### config.mk
export PLATFORM = sky130hd
export DESIGN_NAME = dma_top
export DESIGN_NICKNAME = d
export VERILOG_FILES = /design/src/dma_pkg.sv /design/src/dma_conf_regs.sv /design/src/dma_desc_fetch.sv /design/src/dma_copy_engine.sv /design/src/dma_top.sv
export SDC_FILE = /design/constraint.sdc
export NUM_CORES = 2
export LEC_CHECK = 0
export ABC_AREA = 0
export BUFFER_PORTS_ARGS = -buffer_cell sky130_fd_sc_hd__buf_2
export CAP_MARGIN = 20
export CORE_UTILIZATION = 50
export CTS_CLUSTER_SIZE = 14
export DETAILED_ROUTE_END_ITERATION = 10
export HOLD_SLACK_MARGIN = 0.12
export PLACE_DENSITY = 0.67
export SLEW_MARGIN = 5
export SYNTH_ARGS = -nofsm -noshare
export SYNTH_HDL_FRONTEND = slang
export SYNTH_HIERARCHICAL = 1
export SYNTH_SLANG_ARGS = --single-unit
### constraint.sdc
create_clock -name clk_i -period 6.65 [get_ports clk_i]
set_input_delay 0.3325 -clock clk_i [delete_from_list [all_inputs] [get_ports clk_i]]
set_output_delay 0.3325 -clock clk_i [all_outputs]
set_load 0.05 [all_outputs]
### src/dma_pkg.sv
package dma_pkg;

  // bus data and address width
  localparam int unsigned DATA_W = 32;

  ////////////////////////////////////////
  // descriptor layout, byte offsets
  ////////////////////////////////////////
  localparam int unsigned DESC_SRC     = 0;
  localparam int unsigned DESC_DST     = 4;
  localparam int unsigned DESC_LEN     = 8;
  localparam int unsigned DESC_SSTRIDE = 12;
  localparam int unsigned DESC_DSTRIDE = 16;
  localparam int unsigned DESC_SWAP    = 20;
  localparam int unsigned DESC_CTRL    = 24;
  localparam int unsigned DESC_STATUS  = 28;

  // configuration words read before the status write
  localparam int unsigned DESC_FETCH_WORDS = 7;

  // swap word flags, two-byte swap wins over four-byte swap
  localparam int unsigned SWAP2_BIT = 1;
  localparam int unsigned SWAP4_BIT = 2;

  // control word
  localparam int unsigned CTRL_START_BIT = 0;

  // configuration port word indices
  localparam int unsigned CONF_IDX_DESC   = 0;
  localparam int unsigned CONF_IDX_STATUS = 1;

  ////////////////////////////////////////
  // bus structs
  ////////////////////////////////////////

  // request toward memory, held until gnt
  typedef struct packed {
    logic              req;
    logic              we;
    logic [DATA_W-1:0] addr;
    logic [DATA_W-1:0] wdata;
  } mem_req_t;

  // response from memory
  typedef struct packed {
    logic              gnt;
    logic              rvalid;
    logic [DATA_W-1:0] rdata;
  } mem_rsp_t;

  // software access to the register block
  typedef struct packed {
    logic              en;
    logic              we;
    logic [DATA_W-1:0] addr;
    logic [DATA_W-1:0] wdata;
  } conf_req_t;

  // fetched transfer configuration
  typedef struct packed {
    logic [DATA_W-1:0] src;
    logic [DATA_W-1:0] dst;
    logic [DATA_W-1:0] len;
    logic [DATA_W-1:0] sstride;
    logic [DATA_W-1:0] dstride;
    logic [DATA_W-1:0] swap;
    logic              start;
  } dma_cfg_t;

endpackage

### src/dma_conf_regs.sv
`timescale 1ns/1ps

module dma_conf_regs #(
  parameter int unsigned LenWidth = 16
) (
  input  logic                                          clk_i,
  input  logic                                          pause_for_reset_check,
  input  dma_pkg::conf_req_t                            conf_i,
  output logic [dma_pkg::DATA_W-1:0]                    conf_rdata_o,
  output logic                                          fetch_go_o,
  output logic [dma_pkg::DATA_W-1:0]                    desc_addr_o,
  input  logic                                          word_valid_i,
  input  logic [$clog2(dma_pkg::DESC_FETCH_WORDS)-1:0]  word_idx_i,
  input  logic [dma_pkg::DATA_W-1:0]                    word_data_i,
  input  logic                                          fetch_done_i,
  output dma_pkg::dma_cfg_t                             cfg_o,
  output logic                                          copy_go_o,
  input  logic                                          copy_done_i
);

  localparam int unsigned IdxW = $clog2(dma_pkg::DESC_FETCH_WORDS);

  logic                       busy_q;
  logic                       done_q;
  logic                       fetch_go_q;
  logic                       copy_go_q;
  logic [dma_pkg::DATA_W-1:0] desc_addr_q;
  dma_pkg::dma_cfg_t          cfg_q;
  logic [dma_pkg::DATA_W-1:0] conf_idx;
  logic                       desc_wr;
  logic [IdxW+1:0]            word_off;

  // byte address on the port, word index for decode
  assign conf_idx = conf_i.addr >> 2;
  // new descriptor only taken while the engine is quiet
  assign desc_wr  = conf_i.en & conf_i.we & (conf_idx == dma_pkg::CONF_IDX_DESC) & ~busy_q;
  // fetched word index back to descriptor byte offset
  assign word_off = {word_idx_i, 2'b00};

  ////////////////////////////////////////
  // busy / done and launch pulses
  ////////////////////////////////////////
  always_ff @(posedge clk_i) begin
    if (pause_for_reset_check) begin
      busy_q     <= 1'b0;
      done_q     <= 1'b0;
      fetch_go_q <= 1'b0;
      copy_go_q  <= 1'b0;
    end else begin
      fetch_go_q <= desc_wr;
      // copy only follows a completed fetch with start set
      copy_go_q  <= fetch_done_i & cfg_q.start;
      if (desc_wr) begin
        busy_q <= 1'b1;
        done_q <= 1'b0;
      end
      // no start bit, finished right after the status write
      if (fetch_done_i & ~cfg_q.start) begin
        busy_q <= 1'b0;
        done_q <= 1'b1;
      end
      if (copy_done_i) begin
        busy_q <= 1'b0;
        done_q <= 1'b1;
      end
    end
  end

  // descriptor pointer
  always_ff @(posedge clk_i) begin
    if (desc_wr) begin
      desc_addr_q <= conf_i.wdata;
    end
  end

  // fetched words land in their field by offset
  always_ff @(posedge clk_i) begin
    if (word_valid_i) begin
      case (word_off)
        dma_pkg::DESC_SRC:     cfg_q.src     <= word_data_i;
        dma_pkg::DESC_DST:     cfg_q.dst     <= word_data_i;
        // length limited to the counter width
        dma_pkg::DESC_LEN:     cfg_q.len     <= {{(dma_pkg::DATA_W-LenWidth){1'b0}},
                                                 word_data_i[LenWidth-1:0]};
        dma_pkg::DESC_SSTRIDE: cfg_q.sstride <= word_data_i;
        dma_pkg::DESC_DSTRIDE: cfg_q.dstride <= word_data_i;
        dma_pkg::DESC_SWAP:    cfg_q.swap    <= word_data_i;
        dma_pkg::DESC_CTRL:    cfg_q.start   <= word_data_i[dma_pkg::CTRL_START_BIT];
        default: ;
      endcase
    end
  end

  // read side, no wait state
  always_comb begin
    conf_rdata_o = '0;
    if (conf_idx == dma_pkg::CONF_IDX_DESC) begin
      conf_rdata_o = desc_addr_q;
    end else if (conf_idx == dma_pkg::CONF_IDX_STATUS) begin
      // bit 0 busy, bit 1 done
      conf_rdata_o[0] = busy_q;
      conf_rdata_o[1] = done_q;
    end
  end

  assign fetch_go_o  = fetch_go_q;
  assign desc_addr_o = desc_addr_q;
  assign cfg_o       = cfg_q;
  assign copy_go_o   = copy_go_q;

endmodule

### src/dma_desc_fetch.sv
`timescale 1ns/1ps

module dma_desc_fetch (
  input  logic                                          clk_i,
  input  logic                                          pause_for_reset_check,
  input  logic                                          fetch_go_i,
  input  logic [dma_pkg::DATA_W-1:0]                    desc_addr_i,
  output dma_pkg::mem_req_t                             mem_req_o,
  input  dma_pkg::mem_rsp_t                             mem_rsp_i,
  output logic                                          word_valid_o,
  output logic [$clog2(dma_pkg::DESC_FETCH_WORDS)-1:0]  word_idx_o,
  output logic [dma_pkg::DATA_W-1:0]                    word_data_o,
  output logic                                          fetch_done_o
);

  localparam int unsigned IdxW = $clog2(dma_pkg::DESC_FETCH_WORDS);
  localparam logic [IdxW-1:0] LastIdx = IdxW'(dma_pkg::DESC_FETCH_WORDS - 1);

  typedef enum logic [1:0] {
    FETCH_IDLE,
    FETCH_REQ,
    FETCH_WAIT,
    FETCH_STATUS
  } fetch_state_e;

  fetch_state_e               state_q;
  fetch_state_e               state_d;
  logic [IdxW-1:0]            cnt_q;
  logic [IdxW-1:0]            cnt_d;
  logic [dma_pkg::DATA_W-1:0] word_addr;

  // descriptor base plus four bytes per word already read
  assign word_addr = desc_addr_i + {{(dma_pkg::DATA_W-IdxW-2){1'b0}}, cnt_q, 2'b00};

  // fetched word goes straight out with its index
  assign word_idx_o  = cnt_q;
  assign word_data_o = mem_rsp_i.rdata;

  always_ff @(posedge clk_i) begin
    if (pause_for_reset_check) begin
      state_q <= FETCH_IDLE;
      cnt_q   <= '0;
    end else begin
      state_q <= state_d;
      cnt_q   <= cnt_d;
    end
  end

  ////////////////////////////////////////
  // read words, then write status
  ////////////////////////////////////////
  always_comb begin
    state_d      = state_q;
    cnt_d        = cnt_q;
    mem_req_o    = '0;
    word_valid_o = 1'b0;
    fetch_done_o = 1'b0;
    case (state_q)
      FETCH_IDLE: begin
        if (fetch_go_i) begin
          cnt_d   = '0;
          state_d = FETCH_REQ;
        end
      end
      FETCH_REQ: begin
        // held until granted
        mem_req_o.req  = 1'b1;
        mem_req_o.addr = word_addr;
        if (mem_rsp_i.gnt) begin
          state_d = FETCH_WAIT;
        end
      end
      FETCH_WAIT: begin
        // exactly one rvalid per granted read
        if (mem_rsp_i.rvalid) begin
          word_valid_o = 1'b1;
          if (cnt_q == LastIdx) begin
            state_d = FETCH_STATUS;
          end else begin
            cnt_d   = cnt_q + 1'b1;
            state_d = FETCH_REQ;
          end
        end
      end
      FETCH_STATUS: begin
        // done word into the descriptor status field
        mem_req_o.req   = 1'b1;
        mem_req_o.we    = 1'b1;
        mem_req_o.addr  = desc_addr_i + dma_pkg::DESC_STATUS;
        mem_req_o.wdata = 32'd1;
        // write completes at grant
        if (mem_rsp_i.gnt) begin
          fetch_done_o = 1'b1;
          state_d      = FETCH_IDLE;
        end
      end
      default: state_d = FETCH_IDLE;
    endcase
  end

endmodule

### src/dma_copy_engine.sv
`timescale 1ns/1ps

module dma_copy_engine #(
  parameter int unsigned LenWidth = 16
) (
  input  logic               clk_i,
  input  logic               pause_for_reset_check,
  input  dma_pkg::dma_cfg_t  cfg_i,
  input  logic               copy_go_i,
  output dma_pkg::mem_req_t  mem_req_o,
  input  dma_pkg::mem_rsp_t  mem_rsp_i,
  output logic               irq_o,
  output logic               copy_done_o
);

  typedef enum logic [2:0] {
    CP_IDLE,
    CP_REQ,
    CP_WAIT,
    CP_SEND,
    CP_AGEN
  } copy_state_e;

  copy_state_e                state_q;
  copy_state_e                state_d;
  // bytes moved so far
  logic [LenWidth-1:0]        cnt_q;
  logic [dma_pkg::DATA_W-1:0] cnt_ext;
  logic [dma_pkg::DATA_W-1:0] src_off_q;
  logic [dma_pkg::DATA_W-1:0] dst_off_q;
  // read word waits here for the write
  logic [dma_pkg::DATA_W-1:0] rdata_q;
  logic [dma_pkg::DATA_W-1:0] wr_data;
  logic                       last;

  assign cnt_ext = {{(dma_pkg::DATA_W-LenWidth){1'b0}}, cnt_q};
  assign last    = (cnt_q == cfg_i.len[LenWidth-1:0]);

  ////////////////////////////////////////
  // byte swap on the write path
  ////////////////////////////////////////
  always_comb begin
    if (cfg_i.swap[dma_pkg::SWAP2_BIT]) begin
      // low half exchanged, upper half cleared
      wr_data = {16'b0, rdata_q[7:0], rdata_q[15:8]};
    end else if (cfg_i.swap[dma_pkg::SWAP4_BIT]) begin
      wr_data = {rdata_q[7:0], rdata_q[15:8], rdata_q[23:16], rdata_q[31:24]};
    end else begin
      wr_data = rdata_q;
    end
  end

  always_ff @(posedge clk_i) begin
    if (pause_for_reset_check) begin
      state_q <= CP_IDLE;
      cnt_q   <= '0;
    end else begin
      state_q <= state_d;
      if (state_q == CP_IDLE && copy_go_i) begin
        cnt_q <= '0;
      end else if (state_q == CP_SEND && mem_rsp_i.gnt) begin
        // one word per pass
        cnt_q <= cnt_q + LenWidth'(4);
      end
    end
  end

  // offsets and read word
  always_ff @(posedge clk_i) begin
    if (state_q == CP_IDLE && copy_go_i) begin
      src_off_q <= '0;
      dst_off_q <= '0;
    end else if (state_q == CP_AGEN) begin
      // multiply kept in its own cycle, away from the bus
      src_off_q <= cnt_ext * (cfg_i.sstride + 1'b1);
      dst_off_q <= cnt_ext * (cfg_i.dstride + 1'b1);
    end
    if (state_q == CP_WAIT && mem_rsp_i.rvalid) begin
      rdata_q <= mem_rsp_i.rdata;
    end
  end

  ////////////////////////////////////////
  // copy FSM
  ////////////////////////////////////////
  always_comb begin
    state_d     = state_q;
    mem_req_o   = '0;
    irq_o       = 1'b0;
    copy_done_o = 1'b0;
    case (state_q)
      CP_IDLE: begin
        if (copy_go_i) begin
          state_d = CP_REQ;
        end
      end
      CP_REQ: begin
        if (last) begin
          // single cycle completion
          irq_o       = 1'b1;
          copy_done_o = 1'b1;
          state_d     = CP_IDLE;
        end else begin
          mem_req_o.req  = 1'b1;
          mem_req_o.addr = cfg_i.src + src_off_q;
          if (mem_rsp_i.gnt) begin
            state_d = CP_WAIT;
          end
        end
      end
      CP_WAIT: begin
        if (mem_rsp_i.rvalid) begin
          state_d = CP_SEND;
        end
      end
      CP_SEND: begin
        mem_req_o.req   = 1'b1;
        mem_req_o.we    = 1'b1;
        mem_req_o.addr  = cfg_i.dst + dst_off_q;
        mem_req_o.wdata = wr_data;
        if (mem_rsp_i.gnt) begin
          state_d = CP_AGEN;
        end
      end
      CP_AGEN: state_d = CP_REQ;
      default: state_d = CP_IDLE;
    endcase
  end

endmodule

### src/dma_top.sv
`timescale 1ns/1ps

module dma_top #(
  parameter int unsigned LenWidth = 16
) (
  input  logic                       clk_i,
  input  logic                       pause_for_reset_check,
  input  dma_pkg::conf_req_t         conf_i,
  output logic [dma_pkg::DATA_W-1:0] conf_rdata_o,
  output dma_pkg::mem_req_t          mem_req_o,
  input  dma_pkg::mem_rsp_t          mem_rsp_i,
  output logic                       irq_o
);

  localparam int unsigned IdxW = $clog2(dma_pkg::DESC_FETCH_WORDS);

  // register block to fetch unit
  logic                       fetch_go;
  logic [dma_pkg::DATA_W-1:0] desc_addr;
  logic                       word_valid;
  logic [IdxW-1:0]            word_idx;
  logic [dma_pkg::DATA_W-1:0] word_data;
  logic                       fetch_done;
  // register block to copy engine
  dma_pkg::dma_cfg_t          cfg;
  logic                       copy_go;
  logic                       copy_done;
  // per-block bus requests
  dma_pkg::mem_req_t          fetch_req;
  dma_pkg::mem_req_t          copy_req;

  dma_conf_regs #(
    .LenWidth (LenWidth)
  ) u_conf_regs (
    .clk_i                 (clk_i),
    .pause_for_reset_check (pause_for_reset_check),
    .conf_i                (conf_i),
    .conf_rdata_o          (conf_rdata_o),
    .fetch_go_o            (fetch_go),
    .desc_addr_o           (desc_addr),
    .word_valid_i          (word_valid),
    .word_idx_i            (word_idx),
    .word_data_i           (word_data),
    .fetch_done_i          (fetch_done),
    .cfg_o                 (cfg),
    .copy_go_o             (copy_go),
    .copy_done_i           (copy_done)
  );

  dma_desc_fetch u_desc_fetch (
    .clk_i                 (clk_i),
    .pause_for_reset_check (pause_for_reset_check),
    .fetch_go_i            (fetch_go),
    .desc_addr_i           (desc_addr),
    .mem_req_o             (fetch_req),
    .mem_rsp_i             (mem_rsp_i),
    .word_valid_o          (word_valid),
    .word_idx_o            (word_idx),
    .word_data_o           (word_data),
    .fetch_done_o          (fetch_done)
  );

  dma_copy_engine #(
    .LenWidth (LenWidth)
  ) u_copy_engine (
    .clk_i                 (clk_i),
    .pause_for_reset_check (pause_for_reset_check),
    .cfg_i                 (cfg),
    .copy_go_i             (copy_go),
    .mem_req_o             (copy_req),
    .mem_rsp_i             (mem_rsp_i),
    .irq_o                 (irq_o),
    .copy_done_o           (copy_done)
  );

  // fetch and copy never overlap, whichever asks owns the bus
  assign mem_req_o = fetch_req.req ? fetch_req : copy_req;

endmodule

## Word-level counts from Yosys, hierarchy flattened

Index checks and enable logic that the tools add are counted.

| word-level totals | value |
|---|---|
| register bits | 304 |
| output and inout port bits | 99 |

| operators by class | value |
|---|---|
| add/subtract/negate cells | 8 |
| multipliers | 2 |
| equal/unequal tests | 24 |
| mux-type cells | 41 |
| bitwise operators | 7 |
| reductions and logical operators | 22 |

Operator list:

| kind | number |
|---|---|
| 32-bit two-way mux | 4 |
| 32-bit case mux with 2 select lines | 2 |
| 66-bit two-way mux | 1 |
| 32-bit by 1-bit adder with 32-bit output (second input constant) | 2 |
| 32-bit adder | 2 |
| 16-bit by 32-bit multiplier with 32-bit output | 2 |
| 32-bit by 5-bit adder with 32-bit output | 1 |
| 32-bit by 5-bit adder with 32-bit output (second input constant) | 1 |
| 32-bit logical NOT | 1 |
| 30-bit by 1-bit equality test with 1-bit output (second input constant) | 1 |
| 30-bit two-way mux | 1 |
| 3-bit two-way mux | 8 |
| 16-bit by 3-bit adder with 16-bit output (second input constant) | 1 |
| 16-bit equality test | 1 |
| 2-bit != test (second input constant) | 8 |
| 3-bit case mux with 5 select lines | 1 |
| 1-bit two-way mux | 14 |
| 2-bit two-way mux | 7 |
| 2-bit AND reduction | 7 |
| 3-bit by 2-bit equality test with 1-bit output (second input constant) | 4 |
| 3-bit equality test (second input constant) | 4 |
| 4-bit AND reduction | 3 |
| 2-bit case mux with 4 select lines | 1 |
| 3-bit by 1-bit equality test with 1-bit output (second input constant) | 2 |
| 16 further kinds | 25 |

## Longest topological paths before layout

| depth | value |
|---|---|
| depth after elaboration | 6 |
| depth in mapped cells | 31 |
| gate-level depth less buffers | 30 |

## Cells and area by module

The synthesis kept the hierarchy.

Modules (own cells, without submodules):

| module | times used | cells an instance | area each (um^2) | seq. area each (um^2) |
|---|---|---|---|---|
| dma_copy_engine | 1 | 3,536 | 29,629.7 | 2,502.4 |
| dma_conf_regs | 1 | 306 | 7,005.5 | 6,356.1 |
| dma_desc_fetch | 1 | 232 | 1,571.5 | 100.1 |
| dma_top | 1 | 73 | 950.9 | 0.0 |

## Worst setup path after synthesis

Ideal clock, no wire load.

| timing path | value |
|---|---|
| path kind | reg2reg |
| start | reg u_conf_regs.cfg_q (netlist bit u_conf_regs/cfg_o[69]) |
| end | reg u_copy_engine/src_off_q[30] in the netlist's numbering |
| data arrival time | 7.028 ns |
| data required time | 6.526 ns |
| path slack | -0.501 ns |
| stages on the path, launching flop included | 29 |
| buffers on the path | 1 |
| cells stage by stage | edfxtp_1 -> nand4_4 -> nor2_1 -> and3_1 -> and3_1 -> xor2_1 -> clkbuf_1 -> nand2_1 -> fa_1 -> inv_1 -> fa_1 -> fa_1 -> fa_1 -> fa_1 -> inv_1 -> fa_1 -> inv_1 -> ha_1 -> a21o_1 -> a21o_1 -> a21o_1 -> a21o_1 -> a21oi_1 -> a2bb2oi_1 -> o21ai_0 -> o41ai_1 -> o21ba_2 -> or4b_2 -> nand3_1 |

| between the ends | value |
|---|---|
| cells in the longest elaborated chain, start to end | 2 |

RTL lines:

| what | line | RTL |
|---|---|---|
| start: declaration | dma_conf_regs.sv:28 | `dma_pkg::dma_cfg_t cfg_q;` |
| 32-bit by 1-bit adder with 32-bit output | dma_copy_engine.sv:75 | `src_off_q <= cnt_ext * (cfg_i.sstride + 1'b1);` |
| 16-bit by 32-bit multiplier with 32-bit output | dma_copy_engine.sv:75 |  |
| end signal: assignment | dma_copy_engine.sv:75 |  |
| end: declaration | dma_copy_engine.sv:29 | `logic [dma_pkg::DATA_W-1:0] src_off_q;` |

No other way between the ends.
A chain may end at the register's enable or synchronous reset.

## Worst setup path in the final report

| timing path | value |
|---|---|
| start | reg u_conf_regs.cfg_q (netlist bit u_conf_regs/cfg_o[33]) |
| end | reg u_copy_engine/dst_off_q[27] in the netlist's numbering |

| between the ends | value |
|---|---|
| cells in the longest elaborated chain, start to end | 2 |

RTL lines:

| what | line | RTL |
|---|---|---|
| 32-bit by 1-bit adder with 32-bit output | dma_copy_engine.sv:76 | `dst_off_q <= cnt_ext * (cfg_i.dstride + 1'b1);` |
| 16-bit by 32-bit multiplier with 32-bit output | dma_copy_engine.sv:76 |  |
| end signal: assignment | dma_copy_engine.sv:76 |  |
| end: declaration | dma_copy_engine.sv:30 | `logic [dma_pkg::DATA_W-1:0] dst_off_q;` |

No other way between the ends.

==> results.sh <==
export IMPL_status="complete, but fails checks"
export IMPL_violations="negative setup slack"
export IMPL_grt_max_degree=76
export IMPL_end_kind="flip-flop"
export IMPL_hold_violations=0
export IMPL_reg2reg_from="u_conf_regs/cfg_o[33]"
export IMPL_power_switching_mw=1.213
export IMPL_power_mw=4.450
export IMPL_worstMarginPinSlew_ns=1.038
export IMPL_min_path_type="in2reg"
export IMPL_clkPwrFrac_pct=43.1
export IMPL_cpMaxStageDelayCell="fa_2"
export IMPL_grt_ovfl_total=0
export IMPL_grt_pass1_vias=30410
export IMPL_cts_tree="done"
export IMPL_track_usage_pct=28.57
export IMPL_start_util_pct=50.80
export IMPL_wl_per_cell_um=19.80
export IMPL_hold_depth=1
export IMPL_die_x_um=277.7
export IMPL_htree_num_levels=2
export IMPL_drt_pass1_iterations=5
export IMPL_ys_warn_count=6
export IMPL_slew_violations=0
export IMPL_drt_total_wl_mm=111.0
export IMPL_r2r_end="u_copy_engine/dst_off_q[27]"
export IMPL_syn_to_final_growth_pct=21.16
export IMPL_fmax_ghz=0.1423
export IMPL_tns_ns=-4.297
export IMPL_die_h_um=277.7
export IMPL_rsz0062_at_grt="yes"
export IMPL_cp_max_fo=5
export IMPL_antenna_found_initial=11
export IMPL_via_count=30156
export IMPL_port_buffers=198
export IMPL_num_rows=100
export IMPL_dp_cells=5442
export IMPL_combPwrFrac_pct=11.8
export IMPL_drive_above_1_share_pct=23.26
export IMPL_worst_skew_pair_late_latency_ns=0.56
export IMPL_p_per_area_nw_per_um2=96.62
export IMPL_layout_worst_path_cycle_share_pct=105.7
export IMPL_setup_viol=19
export IMPL_final_common_cell="inv_1"
export IMPL_cp_arrival_ns=7.51
export IMPL_layout_nets=5491
export IMPL_cpPeakStageDelay_ns=0.60
export IMPL_ioPinCount=201
export IMPL_p_leak_nw=21.94
export IMPL_path_clk_slew_ns=0.07
export IMPL_worst_r2r_path_depth=28
export IMPL_placed_area_um2=42530
export IMPL_hold_end="u_conf_regs/cfg_o[157]"
export IMPL_pwr_share_seq_pct=45.1
export IMPL_stdcell_area_um2=46060
export IMPL_p_sw_share_pct=27.26
export IMPL_cts_root_buffer="clkbuf_16"
export IMPL_fin_cells=5605
export IMPL_maxCapViolCount=0
export IMPL_routed_via_density=5.380
export IMPL_p_int_mw=3.237
export IMPL_syn_avg_cell_area_um2=9.280
export IMPL_relSlewSlack_pct=30.83
export IMPL_r2r_slack_ns=-0.38
export IMPL_netlist_instances=4096
export IMPL_design_core_area_um2=74820
export IMPL_die_area_um2=77130
export IMPL_place_gp_congestion=0.9451
export IMPL_worst_slack_ns=-0.3797
export IMPL_final_cell_mix="inv_1, fa_1, nand2_1, buf_4, and2_1"
export IMPL_grt_pass1_wl_mm=170.1
export IMPL_setup_worst_path_class="reg2reg"
export IMPL_clk_path_buf_depth=3
export IMPL_drt_initial_drc_count=2390
export IMPL_cts_sinks=293
export IMPL_dp_hpwl_mm=85.49
export IMPL_hp_start="mem_rsp_i[28]"
export IMPL_startpoint_type="flip-flop"
export IMPL_ir_drop_v=0.0002073
export IMPL_cts_buffers_inserted=34
export IMPL_drcViolationCount=0
export IMPL_skew_ns=0.02627
export IMPL_cp_data_required_time_ns=7.13
export IMPL_antenna_left=0
export IMPL_synth_cell_area_um2=38010
export IMPL_period_minus_slack_ns=7.030
==> timing repair <==
| item | 4_1_cts | 5_1_grt |
|---|---|---|
| pin swaps | 134 | 137 |
| endpoints found under the setup margin | 27 | 31 |
| hold buffers | 41 | 0 |
| resized for setup | 153 | 177 |
| setup buffers | 32 | 28 |
| endpoints found under the hold margin | 48 | 0 |
| gates cloned | 0 | 1 |
==> final cells by class <==
class	instances	area [um^2]
sequential	293	7953
multi-input combinational	2886	27930
inverter	702	2635
clock buffer	42	912.1
timing repair buffer	691	5207
antenna	2	5.005
tap	969	1212
clock inverter	20	197.7
fill	6163	28770
==> metrics by stage <==
step / setup slack (ns) / hold slack (ns) / util (%)
2_1_floorplan: -0.07967 / 0.4016 / -
3_3_place_gp: -0.6463 / 0.4454 / 56.84
3_5_place_dp: -0.6798 / 0.4510 / 56.84
4_1_cts: -0.3682 / 0.1328 / 60.18
5_1_grt: -0.5906 / 0.1316 / 61.55
6_report: -0.3797 / 0.1491 / 61.55
==> power by group through the flow <==
| stage | registers [mW] | logic (mW) | clock network [mW] |
|---|---|---|---|
| global placement | 2.04 | 0.490 | 0 |
| CTS | 2.01 | 0.516 | 1.94 |
| global route | 2.01 | 0.555 | 2.01 |
| finish | 2.01 | 0.525 | 1.92 |
| detailed placement | 2.04 | 0.494 | 0 |
| floorplan | 2.03 | 0.357 | 0 |
==> critical path, delay by kind of cell (launching register included) <==
family                     cells  cell delay (ns)
DFF                            1             0.44
xor gates and xnor gates       2             0.46
adders and majority gates      7             3.36
buffers and inverters          6             0.67
AOI/OAI and AO/OA              7             1.32
and+or+nand+nor                6             0.70
==> state kept, by name (all words and copies together), names as in the netlist, 2 cells and up <==
register / cells
u_copy_engine/dst_off_q: 30
u_conf_regs/desc_addr_o: 32
u_conf_regs/cfg_o: 143
u_copy_engine/rdata_q: 32
u_copy_engine/cnt_q: 14
u_desc_fetch/state_q: 2
u_copy_engine/state_q: 3
u_desc_fetch/word_idx_o: 3
u_copy_engine/src_off_q: 30
==> layer usage <==
layer | vias up | GRT usage (%) | wire length [um]
met2 | 991 | 46.85 | 53140
met1 | 15075 | 38.31 | 45400
met5 | - | 0 | 28
li1 | 13839 | - | -
met3 | 247 | 3.689 | 7414
met4 | 4 | 11.55 | 5014
==> worst max-delay path by stage <==
stage	slack (ns)	start	end	cells past startpoint
floorplan	-0.08	u_conf_regs/cfg_o[65]	u_copy_engine/src_off_q[30]	28
global placement	-0.65	u_conf_regs/cfg_o[33]	u_copy_engine/dst_off_q[31]	27
detailed placement	-0.68	u_conf_regs/cfg_o[33]	u_copy_engine/dst_off_q[27]	28
CTS	-0.37	u_conf_regs/cfg_o[65]	u_copy_engine/src_off_q[31]	25
global route	-0.59	u_conf_regs/cfg_o[77]	u_copy_engine/src_off_q[31]	29
finish	-0.38	u_conf_regs/cfg_o[33]	u_copy_engine/dst_off_q[27]	28
Note: power is estimated with default switching activity, not from simulation.
